`config.mk`:
```
export PLATFORM = sky130hd
export DESIGN_NAME = converter_top
export DESIGN_NICKNAME = d
export VERILOG_FILES = /design/src/hbridge_pkg.sv /design/src/sample_capture.sv /design/src/dead_time.sv /design/src/bridge_sequencer.sv /design/src/angle_setpoint.sv /design/src/converter_top.sv
export SDC_FILE = /design/constraint.sdc
export NUM_CORES = 1
export LEC_CHECK = 0
export BUFFER_PORTS_ARGS = -buffer_cell sky130_fd_sc_hd__buf_4
export CAP_MARGIN = 15
export CORE_MARGIN = 1
export CORE_UTILIZATION = 60
export DETAILED_ROUTE_END_ITERATION = 8
export PLACE_DENSITY = 0.81
export SYNTH_ARGS = -nofsm -noshare
export SYNTH_HDL_FRONTEND = slang
export SYNTH_SLANG_ARGS = --single-unit
```
`constraint.sdc`:
```
create_clock -name ADA_DCO -period 7.8 [get_ports ADA_DCO]
set_input_delay 0.78 -clock ADA_DCO [delete_from_list [all_inputs] [get_ports ADA_DCO]]
set_output_delay 0.78 -clock ADA_DCO [all_outputs]
set_load 0.03 [all_outputs]
```
`src/hbridge_pkg.sv`:
```
package hbridge_pkg;

   // ==================================================
   // tank adc samples
   // ==================================================
   localparam int SAMPLE_W     = 14;
   // offset-binary centre for the scope dacs
   localparam int DAC_MIDSCALE = 8191;

   // ==================================================
   // bridge and start-up
   // ==================================================
   // bit order: s1 leg1 high, s2 leg2 high, s3 leg1 low, s4 leg2 low
   localparam int N_SWITCH = 4;
   localparam logic [N_SWITCH-1:0] BOOTSTRAP_PATTERN = 4'b1100;
   // s1 + s4, drives sigma to one
   localparam logic [N_SWITCH-1:0] FORCED_PATTERN    = 4'b1001;
   // one tick is 1 us on the board, shortened here
   localparam int TICK_CYCLES = 4;
   localparam int ON_TICKS    = 10;
   localparam int VG_TICKS    = 16;

   // dead time, indexed by select code
   localparam int DT_SEL_W = 2;
   localparam int DT_CNT_W = 4;
   localparam logic [DT_CNT_W-1:0] DT_TABLE [2**DT_SEL_W] = '{8, 4, 2, 6};

   // angle setpoints
   localparam int ANGLE_W    = 8;
   localparam int PHI_STEP   = 5;
   localparam int PHI_MAX    = 90;
   localparam int DELTA_STEP = 1;
   localparam int DELTA_MAX  = 40;

   // active-low segments, bit 7 is the dot (kept off)
   function automatic logic [7:0] seg_digit(input logic [3:0] digit);
      case (digit)
         4'd0:    return 8'hc0;
         4'd1:    return 8'hf9;
         4'd2:    return 8'ha4;
         4'd3:    return 8'hb0;
         4'd4:    return 8'h99;
         4'd5:    return 8'h92;
         4'd6:    return 8'h82;
         4'd7:    return 8'hf8;
         4'd8:    return 8'h80;
         4'd9:    return 8'h90;
         // out of range shows a dash
         default: return 8'hbf;
      endcase
   endfunction

endpackage

```
`src/sample_capture.sv`:
```
`timescale 1ns/1ps

module sample_capture (
   input  logic                                   ADA_DCO,
   input  logic                                   i_rst_n,
   input  logic signed [hbridge_pkg::SAMPLE_W-1:0] i_ada_data,
   input  logic signed [hbridge_pkg::SAMPLE_W-1:0] i_adb_data,
   output logic signed [hbridge_pkg::SAMPLE_W-1:0] o_adc_a,
   output logic signed [hbridge_pkg::SAMPLE_W-1:0] o_adc_b,
   output logic        [hbridge_pkg::SAMPLE_W-1:0] o_da,
   output logic        [hbridge_pkg::SAMPLE_W-1:0] o_db
);
   import hbridge_pkg::*;

   logic signed [SAMPLE_W-1:0] neg_a;
   logic signed [SAMPLE_W-1:0] neg_b;

   // tank sensors have inverted polarity
   assign neg_a   = -i_ada_data;
   assign neg_b   = -i_adb_data;

   // one register stage
   always_ff @(posedge ADA_DCO) begin
      if (!i_rst_n) begin
         o_adc_a <= '0;
         o_adc_b <= '0;
         o_da    <= '0;
         o_db    <= '0;
      end else begin
         o_adc_a <= neg_a;
         o_adc_b <= neg_b;
         // dac copy wraps at 14 bits
         o_da    <= $unsigned(neg_a) + SAMPLE_W'(DAC_MIDSCALE);
         o_db    <= $unsigned(neg_b) + SAMPLE_W'(DAC_MIDSCALE);
      end
   end

endmodule

```
`src/dead_time.sv`:
```
`timescale 1ns/1ps

module dead_time (
   input  logic                               ADA_DCO,
   input  logic                               i_rst_n,
   input  logic [hbridge_pkg::N_SWITCH-1:0]   i_cmd,
   input  logic [hbridge_pkg::DT_SEL_W-1:0]   i_dt_sel,
   output logic [hbridge_pkg::N_SWITCH-1:0]   o_delayed
);
   import hbridge_pkg::*;

   // ==================================================
   // per-switch turn-on delay
   // ==================================================

   // cycles the command has been high in a row
   logic [DT_CNT_W-1:0] on_cnt [N_SWITCH];
   logic [DT_CNT_W-1:0] dt_target;

   // select sampled every cycle
   assign dt_target = DT_TABLE[i_dt_sel];

   always_ff @(posedge ADA_DCO) begin
      if (!i_rst_n) begin
         for (int i = 0; i < N_SWITCH; i++) begin
            on_cnt[i] <= '0;
         end
      end else begin
         for (int i = 0; i < N_SWITCH; i++) begin
            // low command restarts the count
            if (!i_cmd[i]) begin
               on_cnt[i] <= '0;
            end else if (on_cnt[i] < dt_target) begin
               on_cnt[i] <= on_cnt[i] + 1'b1;
            end
         end
      end
   end

   // rise once the count reached the target, fall right away
   // once high, a later select change leaves the switch on
   always_ff @(posedge ADA_DCO) begin
      if (!i_rst_n) begin
         o_delayed <= '0;
      end else begin
         for (int i = 0; i < N_SWITCH; i++) begin
            o_delayed[i] <= i_cmd[i] & (o_delayed[i] | (on_cnt[i] >= dt_target));
         end
      end
   end

   // short pulses never reach the target
   // so the partner switch always gets its off time

endmodule

```
`src/bridge_sequencer.sv`:
```
`timescale 1ns/1ps

module bridge_sequencer (
   input  logic                               ADA_DCO,
   input  logic                               i_rst_n,
   input  logic                               i_enable,
   input  logic [hbridge_pkg::N_SWITCH-1:0]   i_delayed,
   output logic [hbridge_pkg::N_SWITCH-1:0]   o_gate,
   output logic                               o_converter_on
);
   import hbridge_pkg::*;

   // tick prescaler and start-up tick count
   logic [$clog2(TICK_CYCLES)-1:0] presc;
   logic [$clog2(VG_TICKS+2)-1:0]  tick_cnt;
   logic                           tick;
   logic                           past_boot;
   logic                           past_vg;
   logic                           leg_short;

   assign tick      = (presc == $bits(presc)'(TICK_CYCLES - 1));
   assign past_boot = (tick_cnt > ON_TICKS);
   assign past_vg   = (tick_cnt > VG_TICKS);
   // s1+s3 shorts leg 1, s2+s4 shorts leg 2
   assign leg_short = (i_delayed[0] & i_delayed[2]) | (i_delayed[1] & i_delayed[3]);

   // ==================================================
   // start-up count
   // ==================================================
   always_ff @(posedge ADA_DCO) begin
      if (!i_rst_n || !i_enable) begin
         // held at zero, sequence restarts on next enable
         presc    <= '0;
         tick_cnt <= '0;
      end else begin
         if (tick) begin
            presc <= '0;
         end else begin
            presc <= presc + 1'b1;
         end
         // count freezes once past the forced phase
         if (tick && !past_vg) begin
            tick_cnt <= tick_cnt + 1'b1;
         end
      end
   end

   // ==================================================
   // gate select, registered
   // ==================================================
   always_ff @(posedge ADA_DCO) begin
      if (!i_rst_n) begin
         o_gate         <= '0;
         o_converter_on <= 1'b0;
      end else begin
         o_converter_on <= i_enable & past_boot;
         if (!i_enable) begin
            o_gate <= '0;
         end else if (!past_boot) begin
            // charge bootstrap caps through low sides
            o_gate <= BOOTSTRAP_PATTERN;
         end else if (!past_vg) begin
            o_gate <= FORCED_PATTERN;
         end else if (leg_short) begin
            o_gate <= '0;
         end else begin
            o_gate <= i_delayed;
         end
      end
   end

endmodule

```
`src/angle_setpoint.sv`:
```
`timescale 1ns/1ps

module angle_setpoint #(
   parameter int STEP = 1,
   parameter int MAX  = 99
) (
   input  logic                              ADA_DCO,
   input  logic                              i_rst_n,
   input  logic                              i_inc,
   input  logic                              i_dec,
   input  logic                              i_zero,
   output logic [hbridge_pkg::ANGLE_W-1:0]   o_value,
   output logic [7:0]                        o_seg_ones,
   output logic [7:0]                        o_seg_tens
);
   import hbridge_pkg::*;

   // previous button levels
   logic                inc_q;
   logic                dec_q;
   logic                zero_q;
   logic                inc_edge;
   logic                dec_edge;
   logic                zero_edge;
   logic [ANGLE_W-1:0]  next_value;
   logic [ANGLE_W-1:0]  tens;
   logic [ANGLE_W-1:0]  ones;

   assign inc_edge  = i_inc & ~inc_q;
   assign dec_edge  = i_dec & ~dec_q;
   assign zero_edge = i_zero & ~zero_q;

   // ==================================================
   // saturating update
   // ==================================================
   always_comb begin
      next_value = o_value;
      if (zero_edge) begin
         next_value = '0;
      end else if (inc_edge) begin
         if (int'(o_value) + STEP > MAX) next_value = ANGLE_W'(MAX);
         else next_value = o_value + ANGLE_W'(STEP);
      end else if (dec_edge) begin
         // floor at zero
         if (int'(o_value) < STEP) next_value = '0;
         else next_value = o_value - ANGLE_W'(STEP);
      end
   end

   always_ff @(posedge ADA_DCO) begin
      if (!i_rst_n) begin
         inc_q   <= 1'b0;
         dec_q   <= 1'b0;
         zero_q  <= 1'b0;
         o_value <= '0;
      end else begin
         inc_q   <= i_inc;
         dec_q   <= i_dec;
         zero_q  <= i_zero;
         o_value <= next_value;
      end
   end

   // decimal split for the two digits
   assign tens       = o_value / ANGLE_W'(10);
   assign ones       = o_value % ANGLE_W'(10);
   assign o_seg_tens = seg_digit(tens[3:0]);
   assign o_seg_ones = seg_digit(ones[3:0]);

endmodule

```
`src/converter_top.sv`:
```
`timescale 1ns/1ps

module converter_top (
   input  logic                                   ADA_DCO,
   input  logic                                   i_rst_n,
   input  logic signed [hbridge_pkg::SAMPLE_W-1:0] i_ada_data,
   input  logic signed [hbridge_pkg::SAMPLE_W-1:0] i_adb_data,
   input  logic        [hbridge_pkg::N_SWITCH-1:0] i_bridge_cmd,
   input  logic        [3:0]                      i_sw,
   input  logic        [3:0]                      i_button,
   input  logic        [hbridge_pkg::DT_SEL_W-1:0] i_dsw_dt,
   output logic signed [hbridge_pkg::SAMPLE_W-1:0] o_adc_a,
   output logic signed [hbridge_pkg::SAMPLE_W-1:0] o_adc_b,
   output logic        [hbridge_pkg::SAMPLE_W-1:0] o_da,
   output logic        [hbridge_pkg::SAMPLE_W-1:0] o_db,
   output logic        [hbridge_pkg::N_SWITCH-1:0] o_gate,
   output logic                                   o_converter_on,
   output logic        [hbridge_pkg::ANGLE_W-1:0]  o_phi,
   output logic        [hbridge_pkg::ANGLE_W-1:0]  o_delta,
   output logic        [7:0]                      o_seg0,
   output logic        [7:0]                      o_seg1
);
   import hbridge_pkg::*;

   // sw[3] low edits phi, high edits delta
   logic                sel_delta;
   logic [N_SWITCH-1:0] delayed;
   logic [7:0]          phi_ones;
   logic [7:0]          phi_tens;
   logic [7:0]          delta_ones;
   logic [7:0]          delta_tens;

   assign sel_delta = i_sw[3];

   // ==================================================
   // tank samples
   // ==================================================
   sample_capture u_capture (
      .ADA_DCO    (ADA_DCO),    .i_rst_n    (i_rst_n),
      .i_ada_data (i_ada_data), .i_adb_data (i_adb_data),
      .o_adc_a    (o_adc_a),    .o_adc_b    (o_adc_b),
      .o_da       (o_da),       .o_db       (o_db)
   );

   // ==================================================
   // gate path
   // ==================================================
   dead_time u_dead_time (
      .ADA_DCO (ADA_DCO), .i_rst_n (i_rst_n),
      .i_cmd   (i_bridge_cmd), .i_dt_sel (i_dsw_dt), .o_delayed (delayed)
   );

   // sw[0] enables the bridge
   bridge_sequencer u_sequencer (
      .ADA_DCO   (ADA_DCO), .i_rst_n (i_rst_n), .i_enable (i_sw[0]),
      .i_delayed (delayed), .o_gate  (o_gate),  .o_converter_on (o_converter_on)
   );

   // ==================================================
   // setpoints, buttons only reach the selected one
   // ==================================================
   // button 1 up, button 2 down, button 0 zero
   angle_setpoint #(.STEP(PHI_STEP), .MAX(PHI_MAX)) u_phi (
      .ADA_DCO (ADA_DCO), .i_rst_n (i_rst_n),
      .i_inc   (i_button[1] & ~sel_delta), .i_dec (i_button[2] & ~sel_delta),
      .i_zero  (i_button[0] & ~sel_delta), .o_value (o_phi),
      .o_seg_ones (phi_ones), .o_seg_tens (phi_tens)
   );

   angle_setpoint #(.STEP(DELTA_STEP), .MAX(DELTA_MAX)) u_delta (
      .ADA_DCO (ADA_DCO), .i_rst_n (i_rst_n),
      .i_inc   (i_button[1] & sel_delta), .i_dec (i_button[2] & sel_delta),
      .i_zero  (i_button[0] & sel_delta), .o_value (o_delta),
      .o_seg_ones (delta_ones), .o_seg_tens (delta_tens)
   );

   // display follows the edited setpoint
   assign o_seg0 = sel_delta ? delta_ones : phi_ones;
   assign o_seg1 = sel_delta ? delta_tens : phi_tens;

endmodule

```
==> summary.txt, run 1 <==
Synth
  • Post-synthesis register bit count: 110
  • Main combinational cell family by area after synthesis: simple AND/OR/NAND/NOR gates
  • Cells taking the most area after synthesis: dfxtp_1 (25%), ha_1 (9.1%), edfxtp_1 (6.3%), nor2_1 (6.2%), xor2_1 (4.0%)
  • Post-Synth Simple-Gate Area: 0.249
  • Ys async rst share: 0
  • Xor/xnor share of the synthesized area: 0.0808
  • Syn Area/Cell: 8.22 um2
  • Syn Inst Count: 922
  • Netlist cell types: 94
  • Post-synthesis mux area share: 0.0254
  • Sequential-to-total area share from yosys stat: 0.312
  • Compound-Gate Fraction of Synth Area: 0.180
  • Synth Area in Adders: 0.0937
  • Synth area leader: dfxtp_1
  • Mapped cell area: 7570 um2
  • Top cell type's share of synthesized area: 0.248
  • Post-synth EDFFs: 16
  • Yosys warning count: 0
  • Top_reg_cell synth: dfxtp_1

Setup path
  • Crit end category: output pin
  • R2R setup slack: 4.95 ns
  • R2R Path End: u_delta.o_value[4]$_SDFFE_PP0P_
  • Crit path DAT: 4.95 ns
  • CP Launch Type: register
  • CP max FO: 17
  • Cells on worst reg2reg path: 11
  • WS Path Type: register to output pin
  • Worst Path Required: 7.02 ns
  • Worst r2r src: u_delta.o_value[1]$_SDFFE_PP0P_

Status
  • Status: completed

Clock tree
  • Clock latency on the worst-skew pair: roughly 0.35 ns
  • CTS tree: built
  • Hold_buf cts: 0
  • Resized cells post-CTS: 0
  • CTS clk-pin slew, worst paths: 0.07 ns
  • Clock buffer depth: 2
  • Clock Sink Count: 110
  • CTS H-tree depth: 3
  • TritonCTS buffer count: 9
  • # Post-CTS Setup Buffers: 0
  • CTS root buffer: clkbuf_16

STA
  • Hold Vio Cnt, Final: 0
  • Slew @ Worst Pin: 1.02 ns
  • RSZ-0062 raised after global routing: no
  • Final period util: 0.735
  • Slew margin rel.: 0.315
  • Final setup vio count: 0
  • Post-route minimum period: 5.73 ns
  • Final slew viol count: 0
  • Setup ws final: between 2 and 2.5 ns
  • Sum Neg Setup Slack: 0 ns
  • Worst hold slack: 0.432 ns
  • Fmax achieved: about 170 MHz
  • Clock skew: 0.00438 ns

Global routing
  • Vias in the first global route: 6,169
  • First-pass GRT wire length: between 20,000 and 30,000 um
  • GRT overflow: 0
  • Pin count of the biggest net entering global routing: 43
  • Initial antenna violation count: 0
  • Total GRT Usage: 0.269

Finish
  • Fin nets: 1,121
  • Commonest cells after routing, fill and taps aside: buf_4 (132), nor2_1 (125), dfxtp_1 (94)
  • Share of layout cells above drive strength 1: 0.177
  • Number of diodes: 0
  • Fillers: 1,014
  • Multi-input logic area: about 4800 um2
  • Area growth from synthesis to layout: 16.7%
  • Sequential Area: 2360 um2
  • Most common cell after layout, fill and taps aside: buf_4

Die
  • Die width: about 110 um
  • Die area: 13,100 um2
  • Starting Density: 0.623
  • IO Pins: 137
  • Core area: about 12,000 um2
  • Die Y: 114 um
  • Row count: 40

Run
  • Max-cap violations: 0

Worst hold path
  • Hold EP: u_sequencer.presc[0]$_SDFF_PP0_
  • Min-delay worst type: register to register
  • Hold Path Stages: 1
  • HP Start: u_sequencer.presc[0]$_SDFF_PP0_

Detailed routing
  • Routed vias/inst: 5.68
  • DR vias: around 6.8k
  • DRC viols: 0
  • Drt initial violations: 382
  • Drt total wl: about 17,000 um
  • Number of detailed-route iterations in the first pass: 5
  • Post-route ant nets: 0
  • WL/cell: 14.5 um

Placed design
  • HPWL after DPL: 12,800 um
  • Port bufs: 131
  • Routability cong.: between 0.8 and 0.9
  • Post-Place Setup Slack: 2.48 ns

Power and ir drop
  • Power Total: around 1600 uW
  • PwrDens: 185 nW/um2
  • Leakage power: slightly below 0.004 uW
  • Peak VDD IR: 0.224 mV
[layer usage]
layer,wire length [um],vias up,GRT usage
met2,8400,170,0.466
met1,7480,3150,0.323
met5,0,-,0
met4,380,0,0.0978
met3,1110,30,0.0656
li1,-,3438,-
[power breakdown]
part / switching (uW) / internal [uW]
Sequential: 38.4 / 612
Combinational: 312 / 204
Clock: 211 / 254
[how the worst max path moves through the flow]
stage	from	slack, ns	cells past startpoint	endpoint
2_1_floorplan	u_delta.o_value[5]$_SDFFE_PP0P_	2.49	16	o_seg0[1]
3_3_place_gp	u_delta.o_value[5]$_SDFFE_PP0P_	2.56	17	o_seg0[5]
3_5_place_dp	u_delta.o_value[5]$_SDFFE_PP0P_	2.48	17	o_seg0[5]
4_1_cts	u_delta.o_value[5]$_SDFFE_PP0P_	2.08	17	o_seg0[5]
5_1_grt	u_delta.o_value[5]$_SDFFE_PP0P_	1.70	17	o_seg0[5]
6_report	u_delta.o_value[5]$_SDFFE_PP0P_	2.07	17	o_seg0[5]
[sequential cells by signal, summed over array words and instances, names as in the netlist]
| name | flops |
|---|---|
| u_dead_time.o_delayed | 4 |
| u_phi.dec_q | 1 |
| u_capture.o_adc_b | 14 |
| u_delta.o_value | 8 |
| u_capture.o_da | 14 |
| u_sequencer.tick_cnt | 5 |
| u_phi.inc_q | 1 |
| u_delta.inc_q | 1 |
| u_delta.zero_q | 1 |
| u_dead_time.on_cnt | 16 |
| u_sequencer.o_gate | 4 |
| u_capture.o_adc_a | 14 |
| u_sequencer.o_converter_on | 1 |
| u_phi.zero_q | 1 |
| u_phi.o_value | 8 |
| u_delta.dec_q | 1 |
| u_sequencer.presc | 2 |
| u_capture.o_db | 14 |
[kinds of logic (layout without fill, tap and decap cells)]
family	Yosys count	in the layout
flops	110	110
buf+inv	95	199
xor+xnor	69	69
simple gates	377	377
fa+ha+maj	57	57
other cells	1	2
mux	18	18
compound gates	195	195
[worst max-delay path, stage by stage (launching register included)]
cell and delay (ns):
dfxtp_1 0.69, inv_1 0.25, ha_1 0.46, a21oi_1 0.11
or3_4 0.40, a31oi_1 0.32, o32a_1 0.23, nand3_2 0.12
nand2_4 0.14, clkinv_4 0.12, maj3_2 0.32, a21oi_2 0.32
xnor2_1 0.23, inv_1 0.13, ha_1 0.22, nand2b_1 0.14
o2111ai_1 0.19, buf_4 0.19
[area by class of cell]
class,count,share of cell area
Sequential cell,110,0.267
Clock inverter,7,0.00906
Multi-Input combinational cell,718,0.540
Timing Repair Buffer,132,0.112
Inverter,51,0.0222
Clock buffer,9,0.0255
Tap cell,168,0.0238
[synthesized netlist by cell type, drive strengths merged (8+ instances only)]
library cell,instances
buf,20
nor3,24
a31oi,8
dfxtp,94
nand2b,22
o21ai,44
inv,49
and2,24
nor2b,11
mux2i,11
xor2,36
a211oi,12
nand3,33
and3,17
nand2,68
nor4,9
ha,55
or3,13
o211ai,9
clkbuf,24
a21oi,41
nor2,125
edfxtp,16
xnor2,33
[through the flow]
step / cells / utilization / cell area (um2)
global route: 1195 / 0.727 / 8840
finish: 1195 / 0.727 / 8840
detailed placement: 1179 / 0.702 / 8530
global placement: 1179 / 0.702 / 8530
CTS: 1195 / 0.727 / 8840
floorplan: 923 / - / 7580
No activity file was read; power rests on OpenSTA's default activity.
==> run 2: changes to the inputs <==
- CORE_UTILIZATION: 60 -> 57
- PLACE_DENSITY: 0.81 -> 0.77
- clock period: 7.8 -> 5.4 ns (I/O delays scaled with it)
==> run 2 against run 1 <==
Effect of this change:
- non-clock buffer count increased by 2
- first-iteration DRC count rose by 23%
- die area increased by 5.2%
- sequential cell count unchanged
- clock power up 50%
- worst setup slack worse by 1.5 ns
- wire length is 2.6% lower
- critical path type unchanged
- highest routed layer unchanged
==> summary.txt, run 2 (synthesized netlist as in run 1, its figures left out) <==
Status
  • Status: completed (unchanged)

Finish
  • Most common cell after layout, fill and taps aside: buf_4 (unchanged)
  • Top reg by flops: u_dead_time.on_cnt (unchanged)
  • Fin nets: 1,123 (was 1,121)
  • Number of diodes: 0 (unchanged)
  • Share of layout cells above drive strength 1: 0.177 (about the same)
  • Area growth from synthesis to layout: 17.1% (was 16.7%)
  • Largest register FFs: 16 (unchanged)
  • Commonest cells after routing, fill and taps aside: buf_4 (134), nor2_1 (125), dfxtp_1 (94) (was buf_4 (132), nor2_1 (125), dfxtp_1 (94))
  • Design area: 8870 um2 (was 8840 um2)

Worst hold path
  • Hold Path Stages: 2 (was 1)
  • Min-delay worst type: primary input to register (was register to register)
  • HP Start: i_adb_data[2] (was u_sequencer.presc[0]$_SDFF_PP0_)
  • Hold EP: u_capture.o_db[2]$_SDFF_PN0_ (was u_sequencer.presc[0]$_SDFF_PP0_)

STA
  • Hold Vio Cnt, Final: 0 (unchanged)
  • Post-route minimum period: 4.83 ns
  • Final period util: 0.895
  • Clock skew: 0.00623 ns (was 0.00438 ns)
  • Slew margin rel.: 0.270 (was 0.315)
  • RSZ-0062 raised after global routing: no (unchanged)
  • Final slew viol count: 0 (unchanged)
  • Sum Neg Setup Slack: 0 ns (unchanged)
  • Slew @ Worst Pin: 1.08 ns (was 1.02 ns)
  • Fmax achieved: 207 MHz
  • Final setup vio count: 0 (unchanged)

Power and ir drop
  • Peak VDD IR: 0.212 mV (was 0.224 mV)
  • PwrDens: 268 nW/um2 (was 185 nW/um2)
  • Sw Pwr: 787 uW (was 562 uW)
  • Logic gate share of total power: 0.313 (was 0.317)
  • Clock power frac: 0.293 (was 0.285)
  • Sw Share: 0.331 (was 0.345)
  • Flop pwr share: 0.394 (was 0.398)
  • Leakage power: 0.00386 uW (was 0.00384 uW)
  • Internal: 1590 uW (was 1070 uW)
  • Power Total: 2380 uW (was 1630 uW)

Detailed routing
  • Number of detailed-route iterations in the first pass: 5 (unchanged)
  • Drt total wl: 16,900 um (was 17,400 um)
  • Post-route ant nets: 0 (unchanged)
  • DR vias: 6,708 (was 6,788)
  • WL/cell: 14.1 um (was 14.5 um)
  • Routed vias/inst: 5.59 (was 5.68)
  • DRC viols: 0 (unchanged)
  • Drt initial violations: 469 (was 382)

Setup path
  • WS Path Type: register to output pin (unchanged)
  • Crit end category: output pin (unchanged)
  • Max stage delay on crit path: 0.41 ns (was 0.69 ns)
  • Crit path DAT: 4.29 ns (was 4.95 ns)
  • Cells on worst reg2reg path: 11 (unchanged)
  • Worst r2r src: u_delta.o_value[1]$_SDFFE_PP0P_ (unchanged)
  • R2R setup slack: 2.52 ns (was 4.95 ns)
  • R2R Path End: u_delta.o_value[2]$_SDFFE_PP0P_ (was u_delta.o_value[4]$_SDFFE_PP0P_)
  • CP max FO: 13 (was 17)
  • Crit path cell chain: inv_1 -> ha_1 -> a21oi_1 -> or3_4 -> a31oi_1 -> o32a_1 -> nand3_2 -> nand2_4 -> clkinv_4 -> maj3_2 -> a21oi_2 -> xnor2_1 -> inv_1 -> ha_1 -> nand2b_1 -> o2111ai_1 -> buf_4 (unchanged)
  • Worst Path Required: 4.86 ns (was 7.02 ns)
  • Crit path buf inv count: 4 (unchanged)
  • CP Launch Type: register (unchanged)
  • Slowest cell on crit path: ha_1 (was dfxtp_1)
  • Family with the most delay on the worst path: compound AO/OA/AOI/OAI gates (unchanged)

Clock tree
  • CTS root buffer: clkbuf_16 (unchanged)
  • CTS tree: built (unchanged)
  • Clock latency on the worst-skew pair: 0.35 ns (about the same)
  • CTS H-tree depth: 3 (unchanged)
  • Resized cells post-CTS: 0 (unchanged)
  • TritonCTS buffer count: 9 (unchanged)
  • CTS clk-pin slew, worst paths: 0.07 ns (about the same)
  • # Post-CTS Setup Buffers: 0 (unchanged)
  • Clock buffer depth: 2 (unchanged)
  • Clock Sink Count: 110 (unchanged)
  • Hold_buf cts: 0 (unchanged)

Global routing
  • GRT overflow: 0 (unchanged)
  • Total GRT Usage: 0.251 (was 0.269)
  • Vias in the first global route: 6,052 (was 6,169)
  • First-pass GRT wire length: 27,600 um (was 28,500 um)
  • Pin count of the biggest net entering global routing: 43 (unchanged)
  • Initial antenna violation count: 0 (unchanged)

Die
  • Core area: 12,800 um2 (was 12,200 um2)
  • Die area: 13,800 um2 (was 13,100 um2)
  • IO Pins: 137 (unchanged)
  • Die width: 117 um (was 114 um)
  • Die Y: 117 um (was 114 um)
  • Row count: 41 (was 40)
  • Starting Density: 0.593 (was 0.623)

Run
  • Max-cap violations: 0 (unchanged)

Placed design
  • Port bufs: 131 (unchanged)
  • HPWL after DPL: 12,500 um (was 12,800 um)
  • Routability cong.: 0.888 (was 0.854)
  • Placed Area: 8550 um2 (was 8530 um2)
## run 2: changes by cell type in the layout (fill, tap and decap cells not counted), sizes merged
cell / previous run / this run
inv: 53 / 50
buf: 132 / 134
clkinv: 4 / 2
clkbuf: 9 / 14
## run 2: worst max path at each step
stage                               startpoint  depth (start not counted)  slack (ns)        end
5_1_grt        u_delta.o_value[6]$_SDFFE_PP0P_                         17        0.20  o_seg0[5]
2_1_floorplan  u_delta.o_value[5]$_SDFFE_PP0P_                         16        0.33  o_seg0[1]
3_3_place_gp   u_delta.o_value[5]$_SDFFE_PP0P_                         17        0.96  o_seg0[5]
6_report       u_delta.o_value[5]$_SDFFE_PP0P_                         17        0.57  o_seg0[5]
4_1_cts        u_delta.o_value[5]$_SDFFE_PP0P_                         17        0.56  o_seg0[5]
3_5_place_dp   u_delta.o_value[5]$_SDFFE_PP0P_                         17        0.94  o_seg0[5]
## run 2: stage by stage
step | worst slack, ns | std cells | hold WS, ns | util
finish | 0.567 | 1201 | 0.373 | 0.695
global route | 0.197 | 1201 | 0.366 | 0.695
CTS | 0.560 | 1201 | 0.360 | 0.695
detailed placement | 0.944 | 1185 | 0.430 | 0.670
global placement | 0.961 | 1185 | 0.419 | 0.670
floorplan | 0.330 | 923 | 0.408 | -
## run 2: power by group through the flow
stage,logic (uW),registers (uW),clock network (uW)
2_1_floorplan,488,999,0
3_3_place_gp,729,954,0
3_5_place_dp,738,955,0
4_1_cts,743,937,709
5_1_grt,818,946,737
6_report,744,938,698
## run 2: per-layer routing
metal  track usage  up-vias  share of wire
li1              -     3454              -
met1         0.312     3075           0.45
met2         0.427      156           0.47
met3        0.0608       23          0.059
met4        0.0827        0          0.019
met5             0        -              0
## run 2: area by class of cell
class / count / area, um2
Sequential cell: 110 / 2360
Tap cell: 172 / 215
Timing Repair Buffer: 134 / 1010
Multi-Input combinational cell: 718 / 4770
Fill cell: 1076 / 3900
Inverter: 51 / 196
Clock buffer: 14 / 285
Clock inverter: 2 / 36.3
==> run 3: changes to the inputs <==
- BUFFER_PORTS_ARGS: -buffer_cell sky130_fd_sc_hd__buf_4 -> -buffer_cell sky130_fd_sc_hd__buf_2
- clock period: 5.4 -> 4.6 ns (I/O delays scaled with it)
==> run 3 against run 2 <==
Effect of this change:
- count of clock-buffer cells in the layout is 2 lower
- wire length grew 2.0%
- clock power grew 16%
- critical path depth grew 1
- worst hold slack worse by 0.059 ns
- worst setup slack lost 0.41 ns
- final cell count rose by 1.2%
- combinational power up 19%
- power increased by 17%
- global-route usage shrank 0.75 points
- sequential cell count is the same
- first-iteration DRC count is 8.3% lower
- critical path type unchanged
- critical endpoint is now o_seg1[3]
==> summary.txt, run 3 (synthesized netlist as in run 1, its figures left out) <==
Status
  • Status: completed (unchanged)

STA
  • Fmax achieved: 225 MHz
  • Final slew viol count: 0 (unchanged)
  • Slew @ Worst Pin: 1.05 ns (was 1.08 ns)
  • Final period util: 0.966
  • Slew margin rel.: 0.291 (was 0.270)
  • Post-route minimum period: 4.44 ns
  • Clock skew: 0.00389 ns (was 0.00623 ns)
  • Sum Neg Setup Slack: 0 ns (unchanged)
  • Hold Vio Cnt, Final: 0 (unchanged)
  • Final setup vio count: 0 (unchanged)

Detailed routing
  • Routed vias/inst: 5.59 (about the same)
  • Post-route ant nets: 0 (unchanged)
  • WL/cell: 14.2 um (was 14.1 um)
  • DR vias: 6,799 (was 6,708)
  • Drt total wl: 17,200 um (was 16,900 um)
  • DRC viols: 0 (unchanged)
  • Drt initial violations: 430 (was 469)
  • Number of detailed-route iterations in the first pass: 5 (unchanged)

Clock tree
  • Clock buffer depth: 2 (unchanged)
  • CTS H-tree depth: 3 (unchanged)
  • TritonCTS buffer count: 9 (unchanged)
  • CTS tree: built (unchanged)
  • Clock latency on the worst-skew pair: 0.34 ns (was 0.35 ns)
  • Clock Sink Count: 110 (unchanged)
  • CTS clk-pin slew, worst paths: 0.07 ns (about the same)
  • CTS root buffer: clkbuf_16 (unchanged)

Placed design
  • HPWL after DPL: 12,700 um (was 12,500 um)
  • Port bufs: 131 (unchanged)
  • Routability cong.: 0.847 (was 0.888)

Power and ir drop
  • PwrDens: 317 nW/um2 (was 268 nW/um2)
  • Peak VDD IR: 0.329 mV (was 0.212 mV)
  • Leakage power: 0.00391 uW (was 0.00386 uW)

Die
  • Die area: 13,800 um2 (unchanged)
  • Row count: 41 (unchanged)
  • IO Pins: 137 (unchanged)
  • Core area: 12,800 um2 (unchanged)
  • Starting Density: 0.593 (unchanged)
  • Die width: 117 um (unchanged)
  • Die Y: 117 um (unchanged)

Global routing
  • Vias in the first global route: 5,842 (was 6,052)
  • Initial antenna violation count: 1 (was 0)
  • GRT overflow: 0 (unchanged)
  • Pin count of the biggest net entering global routing: 43 (unchanged)
  • First-pass GRT wire length: 26,700 um (was 27,600 um)
  • Total GRT Usage: 0.244 (was 0.251)

Setup path
  • Worst Path Required: 4.14 ns (was 4.86 ns)
  • Crit end category: output pin (unchanged)
  • CP max FO: 13 (unchanged)
  • Crit path DAT: 3.98 ns (was 4.29 ns)
  • CP Launch Type: register (unchanged)
  • WS Path Type: register to output pin (unchanged)

Finish
  • Fin nets: 1,137 (was 1,123)
  • Top reg by flops: u_dead_time.on_cnt (unchanged)
  • Sequential Area: 2370 um2 (was 2360 um2)
  • Most common cell after layout, fill and taps aside: buf_2 (was buf_4)
  • Multi-input logic area: 4880 um2 (was 4770 um2)
  • Largest register FFs: 16 (unchanged)
  • Area growth from synthesis to layout: 15.8% (was 17.1%)
  • Utilization after layout: 0.687 (was 0.695)
  • Share of layout cells above drive strength 1: 0.204 (was 0.177)
  • Fillers: 1,068 (was 1,076)
  • Commonest cells after routing, fill and taps aside: buf_2 (129), nor2_1 (125), dfxtp_1 (91) (was buf_4 (134), nor2_1 (125), dfxtp_1 (94))

Worst hold path
  • Min-delay worst type: primary input to register (unchanged)

Run
  • Max-cap violations: 0 (unchanged)
## run 3: cell types whose count changed in the layout (fill, tap and decap cells not counted), sizes merged
cell      change
diode         +1
clkbuf        -1
inv           -1
clkinv        +1
buf          +13
clkinvlp      +2
## run 3: power by group
part	total, uW	internal (uW)	switching (uW)	leakage, uW
Sequential	1090	1040	50.3	0.000967
Combinational	884	330	554	0.00278
Clock	808	471	336	0.000154
Total	2780	1840	940	0.00391
## run 3: worst max-delay path: stages, from the launching register on
cell and delay (ns):
dfxtp_2 0.35, clkinvlp_4 0.12, ha_4 0.31, a21oi_1 0.08, or3_4 0.40, a31o_4 0.28, o31ai_2 0.26, a21oi_2 0.10
nand2_4 0.09, clkinv_4 0.10, maj3_2 0.34, a21oi_4 0.19, buf_4 0.16, inv_1 0.06, ha_1 0.29, mux2i_1 0.13
a21oi_1 0.08, nor2_1 0.14, buf_4 0.17
## run 3: area by class of cell
| class | count | area share |
|---|---|---|
| multi-input cells | 718 | 0.556 |
| clock inverters | 4 | 0.00585 |
| clock buffers | 12 | 0.0305 |
| well taps | 172 | 0.0245 |
| flip-flops and latches | 110 | 0.270 |
| inverters | 51 | 0.0228 |
| diodes | 1 | 0.000285 |
| repair buffers | 148 | 0.0899 |
## run 3: repair_timing
item                                    in CTS  in global routing
setup buffers                                0                  5
pin swaps                                    0                  4
hold buffers                                 0                  0
gates resized for setup                      1                 18
endpoints found under the setup margin       2                 13
## run 3: final timing paths
check                                                       end                            start  slack, ns  cells after the start
worst max-delay path                                  o_seg1[3]  u_delta.o_value[5]$_SDFFE_PP0P_       0.16                     18
worst min-delay path               u_capture.o_db[2]$_SDFF_PN0_                    i_adb_data[2]       0.31                      2
worst max register to register    u_phi.o_value[5]$_SDFFE_PP0P_    u_phi.o_value[0]$_SDFFE_PP0P_       1.75                     12
worst min register to register  u_sequencer.presc[0]$_SDFF_PP0_  u_sequencer.presc[0]$_SDFF_PP0_       0.43                      1
## run 3: routing by layer
metal,GRT usage,vias to the layer above,part of all wire
li1,-,3487,-
met1,0.297,3150,0.45
met2,0.436,154,0.49
met3,0.0520,8,0.053
met4,0.0599,0,0.0070
met5,0,-,0
## run 3: stage by stage
stage               hold WS [ns]  cell area [um2]  worst slack (ns)  power, uW  std cells
CTS                        0.301             8640            0.0668       2770       1210
finish                     0.314             8770             0.158       2780       1216
global placement           0.421             8310             0.432       1940       1194
detailed placement         0.420             8310             0.365       1960       1194
floorplan                  0.408             7600           -0.0169       1750        923
global route               0.325             8770           -0.0520       2930       1216
